[src/verilog/cpu_pkg.sv]
package cpu_pkg;

    // *************************************************************************
    // widths
    // *************************************************************************
    localparam int WORD_W     = 32;
    localparam int REG_ADDR_W = 5;
    localparam int NUM_REGS   = 32;
    localparam int IMM_W      = 16;

    typedef logic [WORD_W-1:0]     word_t;
    typedef logic [REG_ADDR_W-1:0] regsel_t;

    // instruction field positions
    localparam int OP_HI    = 31;
    localparam int OP_LO    = 26;
    localparam int RS_HI    = 25;
    localparam int RS_LO    = 21;
    localparam int RT_HI    = 20;
    localparam int RT_LO    = 16;
    localparam int RD_HI    = 15;
    localparam int RD_LO    = 11;
    localparam int FUNCT_HI = 5;
    localparam int FUNCT_LO = 0;
    localparam int IMM_HI   = 15;
    localparam int IMM_LO   = 0;

    // program counter
    localparam word_t PC_INIT = '0;
    localparam word_t PC_STEP = 32'd4;

    // *************************************************************************
    // encodings
    // *************************************************************************
    typedef enum logic [5:0] {
        RTYPE = 6'b000000,
        ADDIU = 6'b001001,
        ANDI  = 6'b001100,
        ORI   = 6'b001101,
        LUI   = 6'b001111,
        LW    = 6'b100011,
        SW    = 6'b101011,
        HALT  = 6'b111111
    } opcode_t;

    typedef enum logic [5:0] {
        ADDU = 6'b100001,
        SUBU = 6'b100011,
        AND  = 6'b100100,
        OR   = 6'b100101,
        XOR  = 6'b100110,
        SLT  = 6'b101010
    } funct_t;

    // zero value doubles as the bubble op
    typedef enum logic [2:0] {
        ALU_ADD = 3'd0,
        ALU_SUB = 3'd1,
        ALU_AND = 3'd2,
        ALU_OR  = 3'd3,
        ALU_XOR = 3'd4,
        ALU_SLT = 3'd5,
        ALU_LUI = 3'd6
    } aluop_t;

    // all zero means bubble
    typedef struct packed {
        logic   reg_write;
        logic   reg_dst_rd;
        logic   alu_src_imm;
        logic   zero_extend;
        logic   mem_to_reg;
        logic   mem_read;
        logic   mem_write;
        logic   halt;
        aluop_t alu_op;
    } ctrl_t;

endpackage

[src/verilog/pipe_if.sv]
`timescale 1ns/10ps

// decode to execute bundle, the ID/EX register itself
interface id_ex_if
    import cpu_pkg::*;
();
    ctrl_t   ctrl;
    word_t   rdat1;
    word_t   rdat2;
    word_t   imm;
    regsel_t rs;
    regsel_t rt;
    regsel_t rd;

    modport decode (
        output ctrl, rdat1, rdat2, imm, rs, rt, rd
    );

    modport execute (
        input ctrl, rdat1, rdat2, imm, rs, rt, rd
    );

    // load-use check only needs the load flag and its target
    modport hazard (
        input ctrl, rt
    );
endinterface

// execute to memory bundle, the EX/MEM register
interface ex_mem_if
    import cpu_pkg::*;
();
    ctrl_t   ctrl;
    word_t   alu_out;
    word_t   store_data;
    regsel_t reg_sel;

    modport execute (
        output ctrl, alu_out, store_data, reg_sel
    );

    modport memory (
        input ctrl, alu_out, store_data, reg_sel
    );
endinterface

// writeback result, fans out to the register file and forwarding
interface wb_if
    import cpu_pkg::*;
();
    logic    reg_write;
    regsel_t reg_sel;
    word_t   wdat;

    modport memory (output reg_write, reg_sel, wdat);
    modport decode (input reg_write, reg_sel, wdat);
    modport execute (input reg_write, reg_sel, wdat);
endinterface

[src/verilog/fetch_stage.sv]
`timescale 1ns/10ps

module fetch_stage
    import cpu_pkg::*;
(
    input  logic  CLK,
    input  logic  nRST,
    input  logic  move,
    input  logic  stall,
    input  logic  halt,
    input  word_t imem_load,
    output word_t imem_addr,
    output word_t ifid_instr
);

    word_t pc;
    logic  advance;

    // a load-use stall freezes the front end for one move
    assign advance = move && !stall;

    always_ff @(posedge CLK, negedge nRST)
    begin
        if (!nRST)
            pc <= PC_INIT;
        else if (advance && !halt)
            pc <= pc + PC_STEP;
    end

    assign imem_addr = pc;

    // IF/ID register, zero decodes as a bubble
    always_ff @(posedge CLK, negedge nRST)
    begin
        if (!nRST)
            ifid_instr <= '0;
        else if (advance)
        begin
            if (halt)
                ifid_instr <= '0;
            else
                ifid_instr <= imem_load;
        end
    end

endmodule

[src/verilog/decode_stage.sv]
`timescale 1ns/10ps

module decode_stage
    import cpu_pkg::*;
(
    input  logic  CLK,
    input  logic  nRST,
    input  logic  move,
    input  logic  stall,
    input  word_t ifid_instr,
    id_ex_if.decode id_ex,
    wb_if.decode    wb
);

    opcode_t opcode;
    funct_t  funct;
    ctrl_t   ctrl;
    word_t   imm_ext;
    regsel_t rs;
    regsel_t rt;
    logic [IMM_W-1:0] imm;
    word_t   regs [NUM_REGS];

    assign opcode = opcode_t'(ifid_instr[OP_HI:OP_LO]);
    assign funct  = funct_t'(ifid_instr[FUNCT_HI:FUNCT_LO]);
    assign rs     = ifid_instr[RS_HI:RS_LO];
    assign rt     = ifid_instr[RT_HI:RT_LO];
    assign imm    = ifid_instr[IMM_HI:IMM_LO];

    // *************************************************************************
    // control decode
    // *************************************************************************
    always_comb
    begin
        ctrl = '0;
        case (opcode)
            RTYPE:
            begin
                ctrl.reg_write  = 1'b1;
                ctrl.reg_dst_rd = 1'b1;
                case (funct)
                    ADDU:    ctrl.alu_op = ALU_ADD;
                    SUBU:    ctrl.alu_op = ALU_SUB;
                    AND:     ctrl.alu_op = ALU_AND;
                    OR:      ctrl.alu_op = ALU_OR;
                    XOR:     ctrl.alu_op = ALU_XOR;
                    SLT:     ctrl.alu_op = ALU_SLT;
                    // unknown function, also the all-zero word
                    default: ctrl = '0;
                endcase
            end
            ADDIU, LUI, ANDI, ORI, LW:
            begin
                ctrl.reg_write   = 1'b1;
                ctrl.alu_src_imm = 1'b1;
                ctrl.zero_extend = (opcode == ANDI) || (opcode == ORI);
                ctrl.mem_to_reg  = (opcode == LW);
                ctrl.mem_read    = (opcode == LW);
                if (opcode == ANDI)
                    ctrl.alu_op = ALU_AND;
                else if (opcode == ORI)
                    ctrl.alu_op = ALU_OR;
                else if (opcode == LUI)
                    ctrl.alu_op = ALU_LUI;
            end
            SW:
            begin
                ctrl.alu_src_imm = 1'b1;
                ctrl.mem_write   = 1'b1;
            end
            HALT:    ctrl.halt = 1'b1;
            default: ctrl = '0;
        endcase
    end

    assign imm_ext = ctrl.zero_extend ? {{(WORD_W-IMM_W){1'b0}}, imm}
                                      : {{(WORD_W-IMM_W){imm[IMM_W-1]}}, imm};

    // *************************************************************************
    // register file, r0 stays zero
    // *************************************************************************
    always_ff @(posedge CLK, negedge nRST)
    begin
        if (!nRST)
            regs <= '{default: '0};
        else if (move && wb.reg_write && (wb.reg_sel != '0))
            regs[wb.reg_sel] <= wb.wdat;
    end

    // write-through so ID sees the value retiring this cycle
    function automatic word_t read_reg(input regsel_t sel);
        word_t val;
        if (sel == '0)
            val = '0;
        else if (wb.reg_write && (wb.reg_sel == sel))
            val = wb.wdat;
        else
            val = regs[sel];
        return val;
    endfunction

    // ID/EX control, bubble on load-use stall
    always_ff @(posedge CLK, negedge nRST)
    begin
        if (!nRST)
            id_ex.ctrl <= '0;
        else if (move)
            id_ex.ctrl <= stall ? '0 : ctrl;
    end

    // ID/EX payload
    always_ff @(posedge CLK)
    begin
        if (move)
        begin
            id_ex.rdat1 <= read_reg(rs);
            id_ex.rdat2 <= read_reg(rt);
            id_ex.imm   <= imm_ext;
            id_ex.rs    <= rs;
            id_ex.rt    <= rt;
            id_ex.rd    <= ifid_instr[RD_HI:RD_LO];
        end
    end

endmodule

[src/verilog/execute_stage.sv]
`timescale 1ns/10ps

module execute_stage
    import cpu_pkg::*;
(
    input  logic CLK,
    input  logic nRST,
    input  logic move,
    input  logic dhit,
    id_ex_if.execute  id_ex,
    ex_mem_if.execute ex_mem,
    wb_if.execute     wb
);

    word_t   op_a;
    word_t   op_b;
    word_t   fwd_b;
    word_t   alu_out;
    regsel_t dest;

    // MEM result wins over WB and r0 never forwards
    function automatic word_t forward(input regsel_t src, input word_t reg_val);
        word_t val;
        val = reg_val;
        if (wb.reg_write && (wb.reg_sel != '0) && (wb.reg_sel == src))
            val = wb.wdat;
        if (ex_mem.ctrl.reg_write && (ex_mem.reg_sel != '0) && (ex_mem.reg_sel == src))
            val = ex_mem.alu_out;
        return val;
    endfunction

    always_comb
    begin
        op_a  = forward(id_ex.rs, id_ex.rdat1);
        fwd_b = forward(id_ex.rt, id_ex.rdat2);
    end

    assign op_b  = id_ex.ctrl.alu_src_imm ? id_ex.imm : fwd_b;

    // *************************************************************************
    // ALU
    // *************************************************************************
    always_comb
    begin
        case (id_ex.ctrl.alu_op)
            ALU_ADD: alu_out = op_a + op_b;
            ALU_SUB: alu_out = op_a - op_b;
            ALU_AND: alu_out = op_a & op_b;
            ALU_OR:  alu_out = op_a | op_b;
            ALU_XOR: alu_out = op_a ^ op_b;
            ALU_SLT: alu_out = {{(WORD_W-1){1'b0}}, ($signed(op_a) < $signed(op_b))};
            ALU_LUI: alu_out = {op_b[IMM_W-1:0], {IMM_W{1'b0}}};
            default: alu_out = op_a + op_b;
        endcase
    end

    assign dest = id_ex.ctrl.reg_dst_rd ? id_ex.rd : id_ex.rt;

    // a served data access drops its EX/MEM strobe even when frozen
    always_ff @(posedge CLK, negedge nRST)
    begin
        if (!nRST)
            ex_mem.ctrl <= '0;
        else if (move)
            ex_mem.ctrl <= id_ex.ctrl;
        else if (dhit)
        begin
            ex_mem.ctrl.mem_read  <= 1'b0;
            ex_mem.ctrl.mem_write <= 1'b0;
        end
    end

    // EX/MEM payload
    always_ff @(posedge CLK)
    begin
        if (move)
        begin
            ex_mem.alu_out    <= alu_out;
            ex_mem.store_data <= fwd_b;
            ex_mem.reg_sel    <= dest;
        end
    end

endmodule

[src/verilog/memory_stage.sv]
`timescale 1ns/10ps

module memory_stage
    import cpu_pkg::*;
(
    input  logic  CLK,
    input  logic  nRST,
    input  logic  move,
    input  logic  dhit,
    input  word_t dmem_load,
    ex_mem_if.memory ex_mem,
    wb_if.memory     wb,
    output logic  dmem_ren,
    output logic  dmem_wen,
    output word_t dmem_addr,
    output word_t dmem_store,
    output logic  halt
);

    word_t   load_hold;
    word_t   load_data;
    logic    mw_reg_write;
    logic    mw_mem_to_reg;
    regsel_t mw_reg_sel;
    word_t   mw_alu_out;
    word_t   mw_load;

    // nothing behind HALT reaches the data bus
    assign dmem_ren   = ex_mem.ctrl.mem_read && !halt;
    assign dmem_wen   = ex_mem.ctrl.mem_write && !halt;
    assign dmem_addr  = ex_mem.alu_out;
    assign dmem_store = ex_mem.store_data;

    // keeps the load word while ihit is still pending
    always_ff @(posedge CLK)
    begin
        if (dhit)
            load_hold <= dmem_load;
    end

    assign load_data = dhit ? dmem_load : load_hold;

    // sticky until reset
    always_ff @(posedge CLK, negedge nRST)
    begin
        if (!nRST)
            halt <= 1'b0;
        else if (ex_mem.ctrl.halt)
            halt <= 1'b1;
    end

    // *************************************************************************
    // MEM/WB register
    // *************************************************************************
    always_ff @(posedge CLK, negedge nRST)
    begin
        if (!nRST)
            mw_reg_write <= 1'b0;
        else if (move)
            mw_reg_write <= ex_mem.ctrl.reg_write;
    end

    always_ff @(posedge CLK)
    begin
        if (move)
        begin
            mw_mem_to_reg <= ex_mem.ctrl.mem_to_reg;
            mw_reg_sel    <= ex_mem.reg_sel;
            mw_alu_out    <= ex_mem.alu_out;
            mw_load       <= load_data;
        end
    end

    assign wb.reg_write = mw_reg_write;
    assign wb.reg_sel   = mw_reg_sel;
    assign wb.wdat      = mw_mem_to_reg ? mw_load : mw_alu_out;

endmodule

[src/verilog/hazard_unit.sv]
`timescale 1ns/10ps

module hazard_unit
    import cpu_pkg::*;
(
    input  logic  ihit,
    input  logic  dhit,
    input  logic  dmem_ren,
    input  logic  dmem_wen,
    input  word_t ifid_instr,
    id_ex_if.hazard id_ex,
    output logic  move,
    output logic  stall
);

    regsel_t id_rs;
    regsel_t id_rt;
    logic    data_req;

    assign id_rs = ifid_instr[RS_HI:RS_LO];
    assign id_rt = ifid_instr[RT_HI:RT_LO];

    // whole pipe advances only once every outstanding access is served
    assign data_req = dmem_ren || dmem_wen;
    assign move     = ihit && (data_req ? dhit : 1'b1);

    // load in EX feeding the instruction in ID
    assign stall = id_ex.ctrl.mem_read && (id_ex.rt != '0)
                   && ((id_ex.rt == id_rs) || (id_ex.rt == id_rt));

endmodule

[src/verilog/datapath.sv]
`timescale 1ns/10ps

module datapath
    import cpu_pkg::*;
(
    input  logic  CLK,
    input  logic  nRST,
    output logic  imem_ren,
    output word_t imem_addr,
    input  word_t imem_load,
    input  logic  ihit,
    output logic  dmem_ren,
    output logic  dmem_wen,
    output word_t dmem_addr,
    output word_t dmem_store,
    input  word_t dmem_load,
    input  logic  dhit,
    output logic  halt
);

    logic  move;
    logic  stall;
    word_t ifid_instr;

    id_ex_if  id_ex ();
    ex_mem_if ex_mem ();
    wb_if     wb ();

    // fetch stops once HALT has passed EX/MEM
    assign imem_ren = !halt;

    fetch_stage i_fetch_stage (
        .CLK, .nRST, .move, .stall, .halt,
        .imem_load, .imem_addr, .ifid_instr
    );

    decode_stage i_decode_stage (
        .CLK, .nRST, .move, .stall, .ifid_instr,
        .id_ex (id_ex.decode),
        .wb    (wb.decode)
    );

    execute_stage i_execute_stage (
        .CLK, .nRST, .move, .dhit,
        .id_ex  (id_ex.execute),
        .ex_mem (ex_mem.execute),
        .wb     (wb.execute)
    );

    memory_stage i_memory_stage (
        .CLK, .nRST, .move, .dhit, .dmem_load,
        .ex_mem (ex_mem.memory),
        .wb     (wb.memory),
        .dmem_ren, .dmem_wen, .dmem_addr, .dmem_store, .halt
    );

    hazard_unit i_hazard_unit (
        .ihit, .dhit, .dmem_ren, .dmem_wen, .ifid_instr,
        .id_ex (id_ex.hazard),
        .move, .stall
    );

endmodule

[config.mk]
export PLATFORM = sky130hd
export DESIGN_NAME = datapath
export DESIGN_NICKNAME = d
export VERILOG_FILES = /design/src/verilog/cpu_pkg.sv /design/src/verilog/pipe_if.sv /design/src/verilog/fetch_stage.sv /design/src/verilog/decode_stage.sv /design/src/verilog/execute_stage.sv /design/src/verilog/memory_stage.sv /design/src/verilog/hazard_unit.sv /design/src/verilog/datapath.sv
export SDC_FILE = /design/constraint.sdc
export NUM_CORES = 2
export LEC_CHECK = 0
export ABC_CLOCK_PERIOD_IN_PS = 8400
export BUFFER_PORTS_ARGS = -buffer_cell sky130_fd_sc_hd__buf_4
export CAP_MARGIN = 0
export CORE_MARGIN = 5
export CORE_UTILIZATION = 45
export DETAILED_ROUTE_END_ITERATION = 12
export PLACE_DENSITY_LB_ADDON = 0.2
export SLEW_MARGIN = 15
export SYNTH_ARGS = -nofsm -noshare
export SYNTH_HDL_FRONTEND = slang
export SYNTH_SLANG_ARGS = --single-unit
export TNS_END_PERCENT = 100
[constraint.sdc]
create_clock -name CLK -period 8.4 [get_ports CLK]
set_input_delay 0 -clock CLK [delete_from_list [all_inputs] [get_ports CLK]]
set_output_delay 0 -clock CLK [all_outputs]
set_load 0.02 [all_outputs]
; ---- Word-level counts from Yosys, hierarchy flattened
; Cells that the tools add are included.
[word_totals]
output_inout_bits = 100
regBits = 1372
wordCells = 175
inputBits = 68
[op_classes]
mux = 37
eq_ne = 27
reduce_logical = 33
add_sub_neg = 3
magnitude_cmp = 5
bitwise_logic = 6
[ops]
columns = op, count
row1 = 1024-bit bitwise mux, 1
row2 = 32-bit two-way mux, 15
row3 = 32-bit binary-select mux with 5-bit select, 2
row4 = 32-bit one-hot mux with 6 select lines, 1
row5 = 32-bit demux with 5-bit select, 1
row6 = "6-bit == test, second input constant", 9
row7 = 5-bit == test, 8
row8 = "32-bit by 3-bit adder with 32-bit output, second input constant", 1
row9 = 32-bit adder, 1
row10 = 32-bit bitwise AND, 1
row11 = 32-bit less-than comparator, 1
row12 = 32-bit OR, 1
row13 = 32-bit subtractor, 1
row14 = 32-bit XOR, 1
row15 = "6-bit by 4-bit == test with 1-bit output, second input constant", 4
row16 = "6-bit >= comparator, second input constant", 3
row17 = 1-bit logical AND, 18
row18 = 5-bit inverter with 6-bit output, 3
row19 = 3-bit one-hot mux with 5 select lines, 1
row20 = 5-bit nonzero test, 3
row21 = 3-bit one-hot mux with 2 select lines, 2
row22 = 6-bit OR reduction, 2
row23 = 11-bit two-way mux, 1
row24 = 5-bit zero test, 2
row25 = other kinds (15), 28

; ---- Depth between registers and ports, before layout
[logic_depth]
depth_word = 8
depth_mapped = 22

; ---- Hierarchy
; A second synthesis with hierarchy kept.
[hier_totals]
cells_unflattened = 5502
hier_area_um2 = 75223.4
[by_module_without_submodules]
columns = mod, n_inst, cells_each, area_per_inst_um2
row1 = decode_stage, 1, 3742, 57981.9
row2 = execute_stage, 1, 1228, 9948.3
row3 = memory_stage, 1, 244, 4391.7
row4 = fetch_stage, 1, 268, 2761.4
row5 = hazard_unit, 1, 19, 136.4
row6 = datapath, 1, 1, 3.8

; ---- Worst setup path before layout
; No wires, ideal clock.
[synth_timing]
path_kind = reg2reg
from = register i_memory_stage.halt
to = register, netlist name i_decode_stage.id_ex.ctrl[1]
t_required_ps = 8105
arrival_ps = 8354
slack_ps = -249
n_path_buf = 3
stages_incl_launch_ff = 8
setup_time_ps = 295
path_cell_list = dfrtp_1 -> buf_2 -> o31ai_1 -> clkinv_1 -> o21ai_1 -> clkbuf_1 -> clkbuf_1 -> o22ai_1
[synth_via]
elab_chain_cells = 5
elab_cells_between_ends = 6
[synth_rtl]
columns = item, line_no
row1 = "start, declared", memory_stage.sv:17  ; output logic halt
row2 = "start signal, assigned", memory_stage.sv:47  ; halt <= 1'b0;
row3 = "start signal, assigned", memory_stage.sv:49  ; halt <= 1'b1;
row4 = 1-bit zero test (*), "memory_stage.sv:29, memory_stage.sv:30"
row5 = 1-bit logical AND (on tied branches), "memory_stage.sv:29, memory_stage.sv:30"
row6 = 1-bit logical OR (*), hazard_unit.sv:24  ; assign data_req = dmem_ren || dmem_wen;
row7 = 1-bit two-way mux (*), hazard_unit.sv:25  ; assign move = ihit && (data_req ? dhit : 1'b1);
row8 = 1-bit logical AND (*), hazard_unit.sv:25
row9 = via i_decode_stage.move, decode_stage.sv:8  ; input logic move,
; The timed path passes the listed nets; every way through them passes the cells marked *.
; A chain may end at the register's enable or synchronous reset.

; ---- Worst setup path in the final report
[layout_timing]
from = register i_memory_stage.mw_reg_sel[0], in the netlist i_memory_stage.wb.reg_sel[0]
to = register i_execute_stage.ex_mem.alu_out[31], data pin
[layout_via]
elab_chain_cells = 8
elab_cells_between_ends = 17
[layout_rtl]
columns = item, line_no
row1 = "start, declared", memory_stage.sv:24  ; regsel_t mw_reg_sel;
row2 = "start signal, assigned", memory_stage.sv:68  ; mw_reg_sel <= ex_mem.reg_sel;
row3 = 5-bit nonzero test, execute_stage.sv:25  ; if (wb.reg_write && (wb.reg_sel != '0) && (wb.reg_sel == src))
row4 = 1-bit logical AND, execute_stage.sv:25
row5 = 1-bit logical AND (*), execute_stage.sv:25
row6 = 32-bit two-way mux (*), execute_stage.sv:25
row7 = 32-bit two-way mux (*), execute_stage.sv:27  ; if (ex_mem.ctrl.reg_write && (ex_mem.reg_sel != '0) && (ex_mem.reg_sel == src))
row8 = via i_execute_stage.fwd_b[6], execute_stage.sv:17  ; word_t fwd_b;
row9 = 32-bit two-way mux (*), execute_stage.sv:38  ; assign op_b = id_ex.ctrl.alu_src_imm ? id_ex.imm : fwd_b;
row10 = 32-bit adder / 32-bit subtractor (equally long branches), "execute_stage.sv:46, execute_stage.sv:53, execute_stage.sv:47"
row11 = 32-bit one-hot mux with 6 select lines (*), execute_stage.sv:45  ; case (id_ex.ctrl.alu_op)
row12 = via i_execute_stage.alu_out[31], execute_stage.sv:18  ; word_t alu_out;
row13 = "end, declared", pipe_if.sv:39  ; output ctrl, alu_out, store_data, reg_sel
; Marked as above.

==> summary.md <==
| Metric | Value |
|---|---|
| Max reg flops | `1,024` |
| Part of the cycle the worst path needs | `0.776` |
| Power Internal | `around 13 mW` |
| Reg-to-reg startpoint | `i_memory_stage.wb.reg_sel[0]` |
| Path type of the worst setup path | `flip-flop to flip-flop` |
| Max clock buf depth | `3` |
| DRC violation count after routing | `0` |
| Dominant synthesized flop cell | `dfrtp_1` |
| WL final | `roughly 250,000 um` |
| Ys Warns | `0` |
| Endpoints failing setup | `0` |
| Total grt overflow | `0` |
| Hold depth | `4` |
| CP startpoint | `i_memory_stage.wb.reg_sel[0]` |
| LEAKAGE | `~34 nW` |
| Sw power | `6.50 mW` |
| Status | `complete, no violations` |
| MaxCap Viol Count | `0` |
| Largest net degree at the start of global routing | `~140` |
| Most frequent cells in the layout | `1,159 x nor2_1, 1,159 x a21oi_1, 1,091 x dfrtp_1` |
| Total power | `~20 mW` |
| Final Critical Period | `between 6 and 7 ns` |
| Hold crit path type | `input pin to flip-flop` |
| Fillcell total | `roughly 14,000` |
| Ant. Diodes | `0` |
| Initial antenna violation count | `3` |
| Die area | `~170,000 um^2` |
| Sw Ratio | `0.326` |
| First-pass DRT Iterations | `6` |
| Clk_lat worst skew | `a little over 0.8 ns` |
| Synth cell types | `95` |
| Reg2reg path depth | `15` |
| Global-route wire length before repair | `371,000 um` |
| Syn Inst Count | `~6,800` |
| Finished Core Util | `0.513` |
| Reg clk slew, reported paths | `roughly 0.060 ns` |
| Root Driver | `clkbuf_16` |
| Sequential fraction of the synthesis area | `0.484` |
| Slew Viols, Final | `0` |
| Area Overhead vs Synth | `13.5%` |
| Via density | `about 6.2` |
| Reg2reg end | `i_execute_stage.ex_mem.alu_out[31]` |
| Antenna Nets Post-Route | `0` |
| Final hold vios | `0` |
| Rows | `roughly 150` |
| Wirelength per Cell | `~28 um` |
| Worst-Margin Slew | `between 1 and 1.5 ns` |
| IO buf count | `165` |
| CP endpoint kind | `flip-flop` |
| CTS tree | `done` |
| Max IR drop VDD | `around 0.14 mV` |
| Clk_skew | `between 0.04 and 0.05 ns` |
| Arr. time, crit path | `approximately 7 ns` |
| CP required | `slightly below 9 ns` |
| Worst slew margin | `0.146` |
| Power Dens Cells | `around 240 nW/um^2` |
| Worst R2R Setup Slack | `1.89 ns` |
| Routability cong. | `around 0.95` |
| EDFF count, synth | `230` |
| All-Layer GR Usage | `0.294` |
| Logic pwr share | `0.255` |
| Io pins | `between 150 and 200` |
| Clock sinks | `1,364` |
| Width of the die | `a little over 400 um` |
| FF+latch count, synth | `roughly 1,400` |
| Post-DP HPWL | `approximately 150,000 um` |
| Vias in the first global route | `~55,000` |
| Initial Util | `0.452` |
| CTS Buf Count | `150` |
| Reg power frac | `0.399` |
| # nets final | `about 7,000` |
| RSZ-0062 raised after global routing | `no` |
| Syn_area_per_cell | `10.7 um^2` |
| DRT iter0 DRCs | `5,458` |
| Setup_tns | `0 ns` |
| Core box area | `approximately 160,000 um^2` |
| Mapped Area | `about 73,000 um^2` |
| Ratio of cells with drive above 1 in the final layout | `0.186` |
| Worst Setup Start Kind | `flip-flop` |
| H-tree depth | `4` |
| Biggest register | `i_decode_stage.regs` |
| Share of synthesized flip-flops with an asynchronous set or reset | `0.808` |
| Clock power share | `0.345` |
| FMAX | `roughly 150 MHz` |
| Vert. Die Dim | `412 um` |
| CP max FO | `45` |
| CP Capture Point | `i_execute_stage.ex_mem.alu_out[31]` |
| Post-CTS sizing | `0` |
| Routed vias | `approximately 55,000` |
| Hold Crit Start | `imem_load[4]` |
==> power groups by stage <==
stage          logic, mW  registers (mW)  clock network, mW
2_1_floorplan       3.30            7.82                  0
3_3_place_gp        4.92            8.04                  0
3_5_place_dp        4.93            8.06                  0
4_1_cts             5.01            7.94               6.97
5_1_grt             5.43            8.00               7.25
6_report            5.09            7.95               6.87
==> Yosys cell counts, drive strengths merged, types with 10 or more instances <==
cell type,n,area (um^2)
a31oi,15,93.8
dfrtp,1102,27600
a221oi,50,450
a211oi,65,488
buf,124,641
dfxtp,32,641
mux2i,178,1780
mux4,506,11400
edfxtp,230,6910
nor2b,39,244
o22ai,73,457
a21oi,1160,5810
o21a,11,82.6
o21ai,310,1550
nand2,328,1230
nand3,42,215
xor2,32,280
inv,113,424
nand2b,36,225
a21o,22,165
or2,10,62.6
clkbuf,538,2020
xnor2,50,438
o211ai,29,218
o31ai,17,146
nor3,37,195
o221ai,25,219
and3,16,100
nand4,20,125
a221o,17,170
nor2,1191,4470
a22oi,10,75.1
mux2,108,1220
ha,97,1210
==> worst min-delay path by stage <==
stage                                   end  slack [ns]
6_report        i_fetch_stage.ifid_instr[4]        0.05
5_1_grt         i_fetch_stage.ifid_instr[3]        0.04
2_1_floorplan  i_decode_stage.id_ex.ctrl[0]       -0.30
3_3_place_gp       i_decode_stage.regs[317]        0.16
4_1_cts        i_fetch_stage.ifid_instr[27]       0.003
3_5_place_dp       i_decode_stage.regs[317]        0.16
==> critical path: stages (launching register included) <==
cell	delay, ns
edfxtp_1	0.59
or2_1	0.42
o311a_1	0.64
and2_2	0.90
o21ai_0	0.32
o21ai_0	0.31
mux2i_1	0.20
ha_1	0.58
a21oi_1	0.16
nor3_1	0.31
o221ai_1	0.29
a311oi_1	0.60
nor2_1	0.22
a2111o_1	0.44
a31oi_1	0.16
o211ai_1	0.10
==> repair_timing <==
action                                 4_1_cts  5_1_grt
hold buffers                               137        0
endpoints found under the hold margin      226        0
buffers inserted                             0        0
==> per-layer routing <==
metal / global-route usage / up-vias / wire [um]
met5: 0 / - / 10
met4: 0.103 / 2 / 9380
li1: - / 24400 / -
met3: 0.0538 / 474 / 20700
met1: 0.407 / 28000 / 103000
met2: 0.469 / 2458 / 118000
==> final cells by class <==
type,instances,area (um^2),share of cell area
Clock buffer,217,4450,0.0541
Clock inverter,51,643,0.00781
Inverter,116,448,0.00544
Multi-Input combinational cell,4634,35100,0.426
Sequential cell,1364,35200,0.427
Tap cell,2160,2700,0.0328
Timing Repair Buffer,438,3880,0.0471
==> metrics by stage <==
| step | std cells | instance area [um^2] | hold WS [ns] | worst slack, ns |
|---|---|---|---|---|
| final | 8980 | 82400 | 0.0469 | 1.89 |
| after global routing | 8980 | 82400 | 0.0370 | 1.47 |
| after CTS | 8977 | 82300 | 0.00294 | 2.00 |
| after detailed placement | 8572 | 75800 | 0.163 | 2.01 |
| after global placement | 8572 | 75800 | 0.158 | 2.11 |
| after floorplan | 6776 | 72600 | -0.296 | 2.99 |
==> cell families after synthesis <==
kind of cell,Yosys count,synth area share
flip-flops,1364,0.484
XOR/XNOR,82,0.00990
multiplexers,792,0.198
buffers and inverters,778,0.0427
other,1,0.0000517
adder cells (fa/ha/maj),100,0.0174
AND/OR/NAND/NOR,1772,0.100
AO/OA/AOI/OAI,1886,0.147
Note: power is estimated with default switching activity, not from simulation.
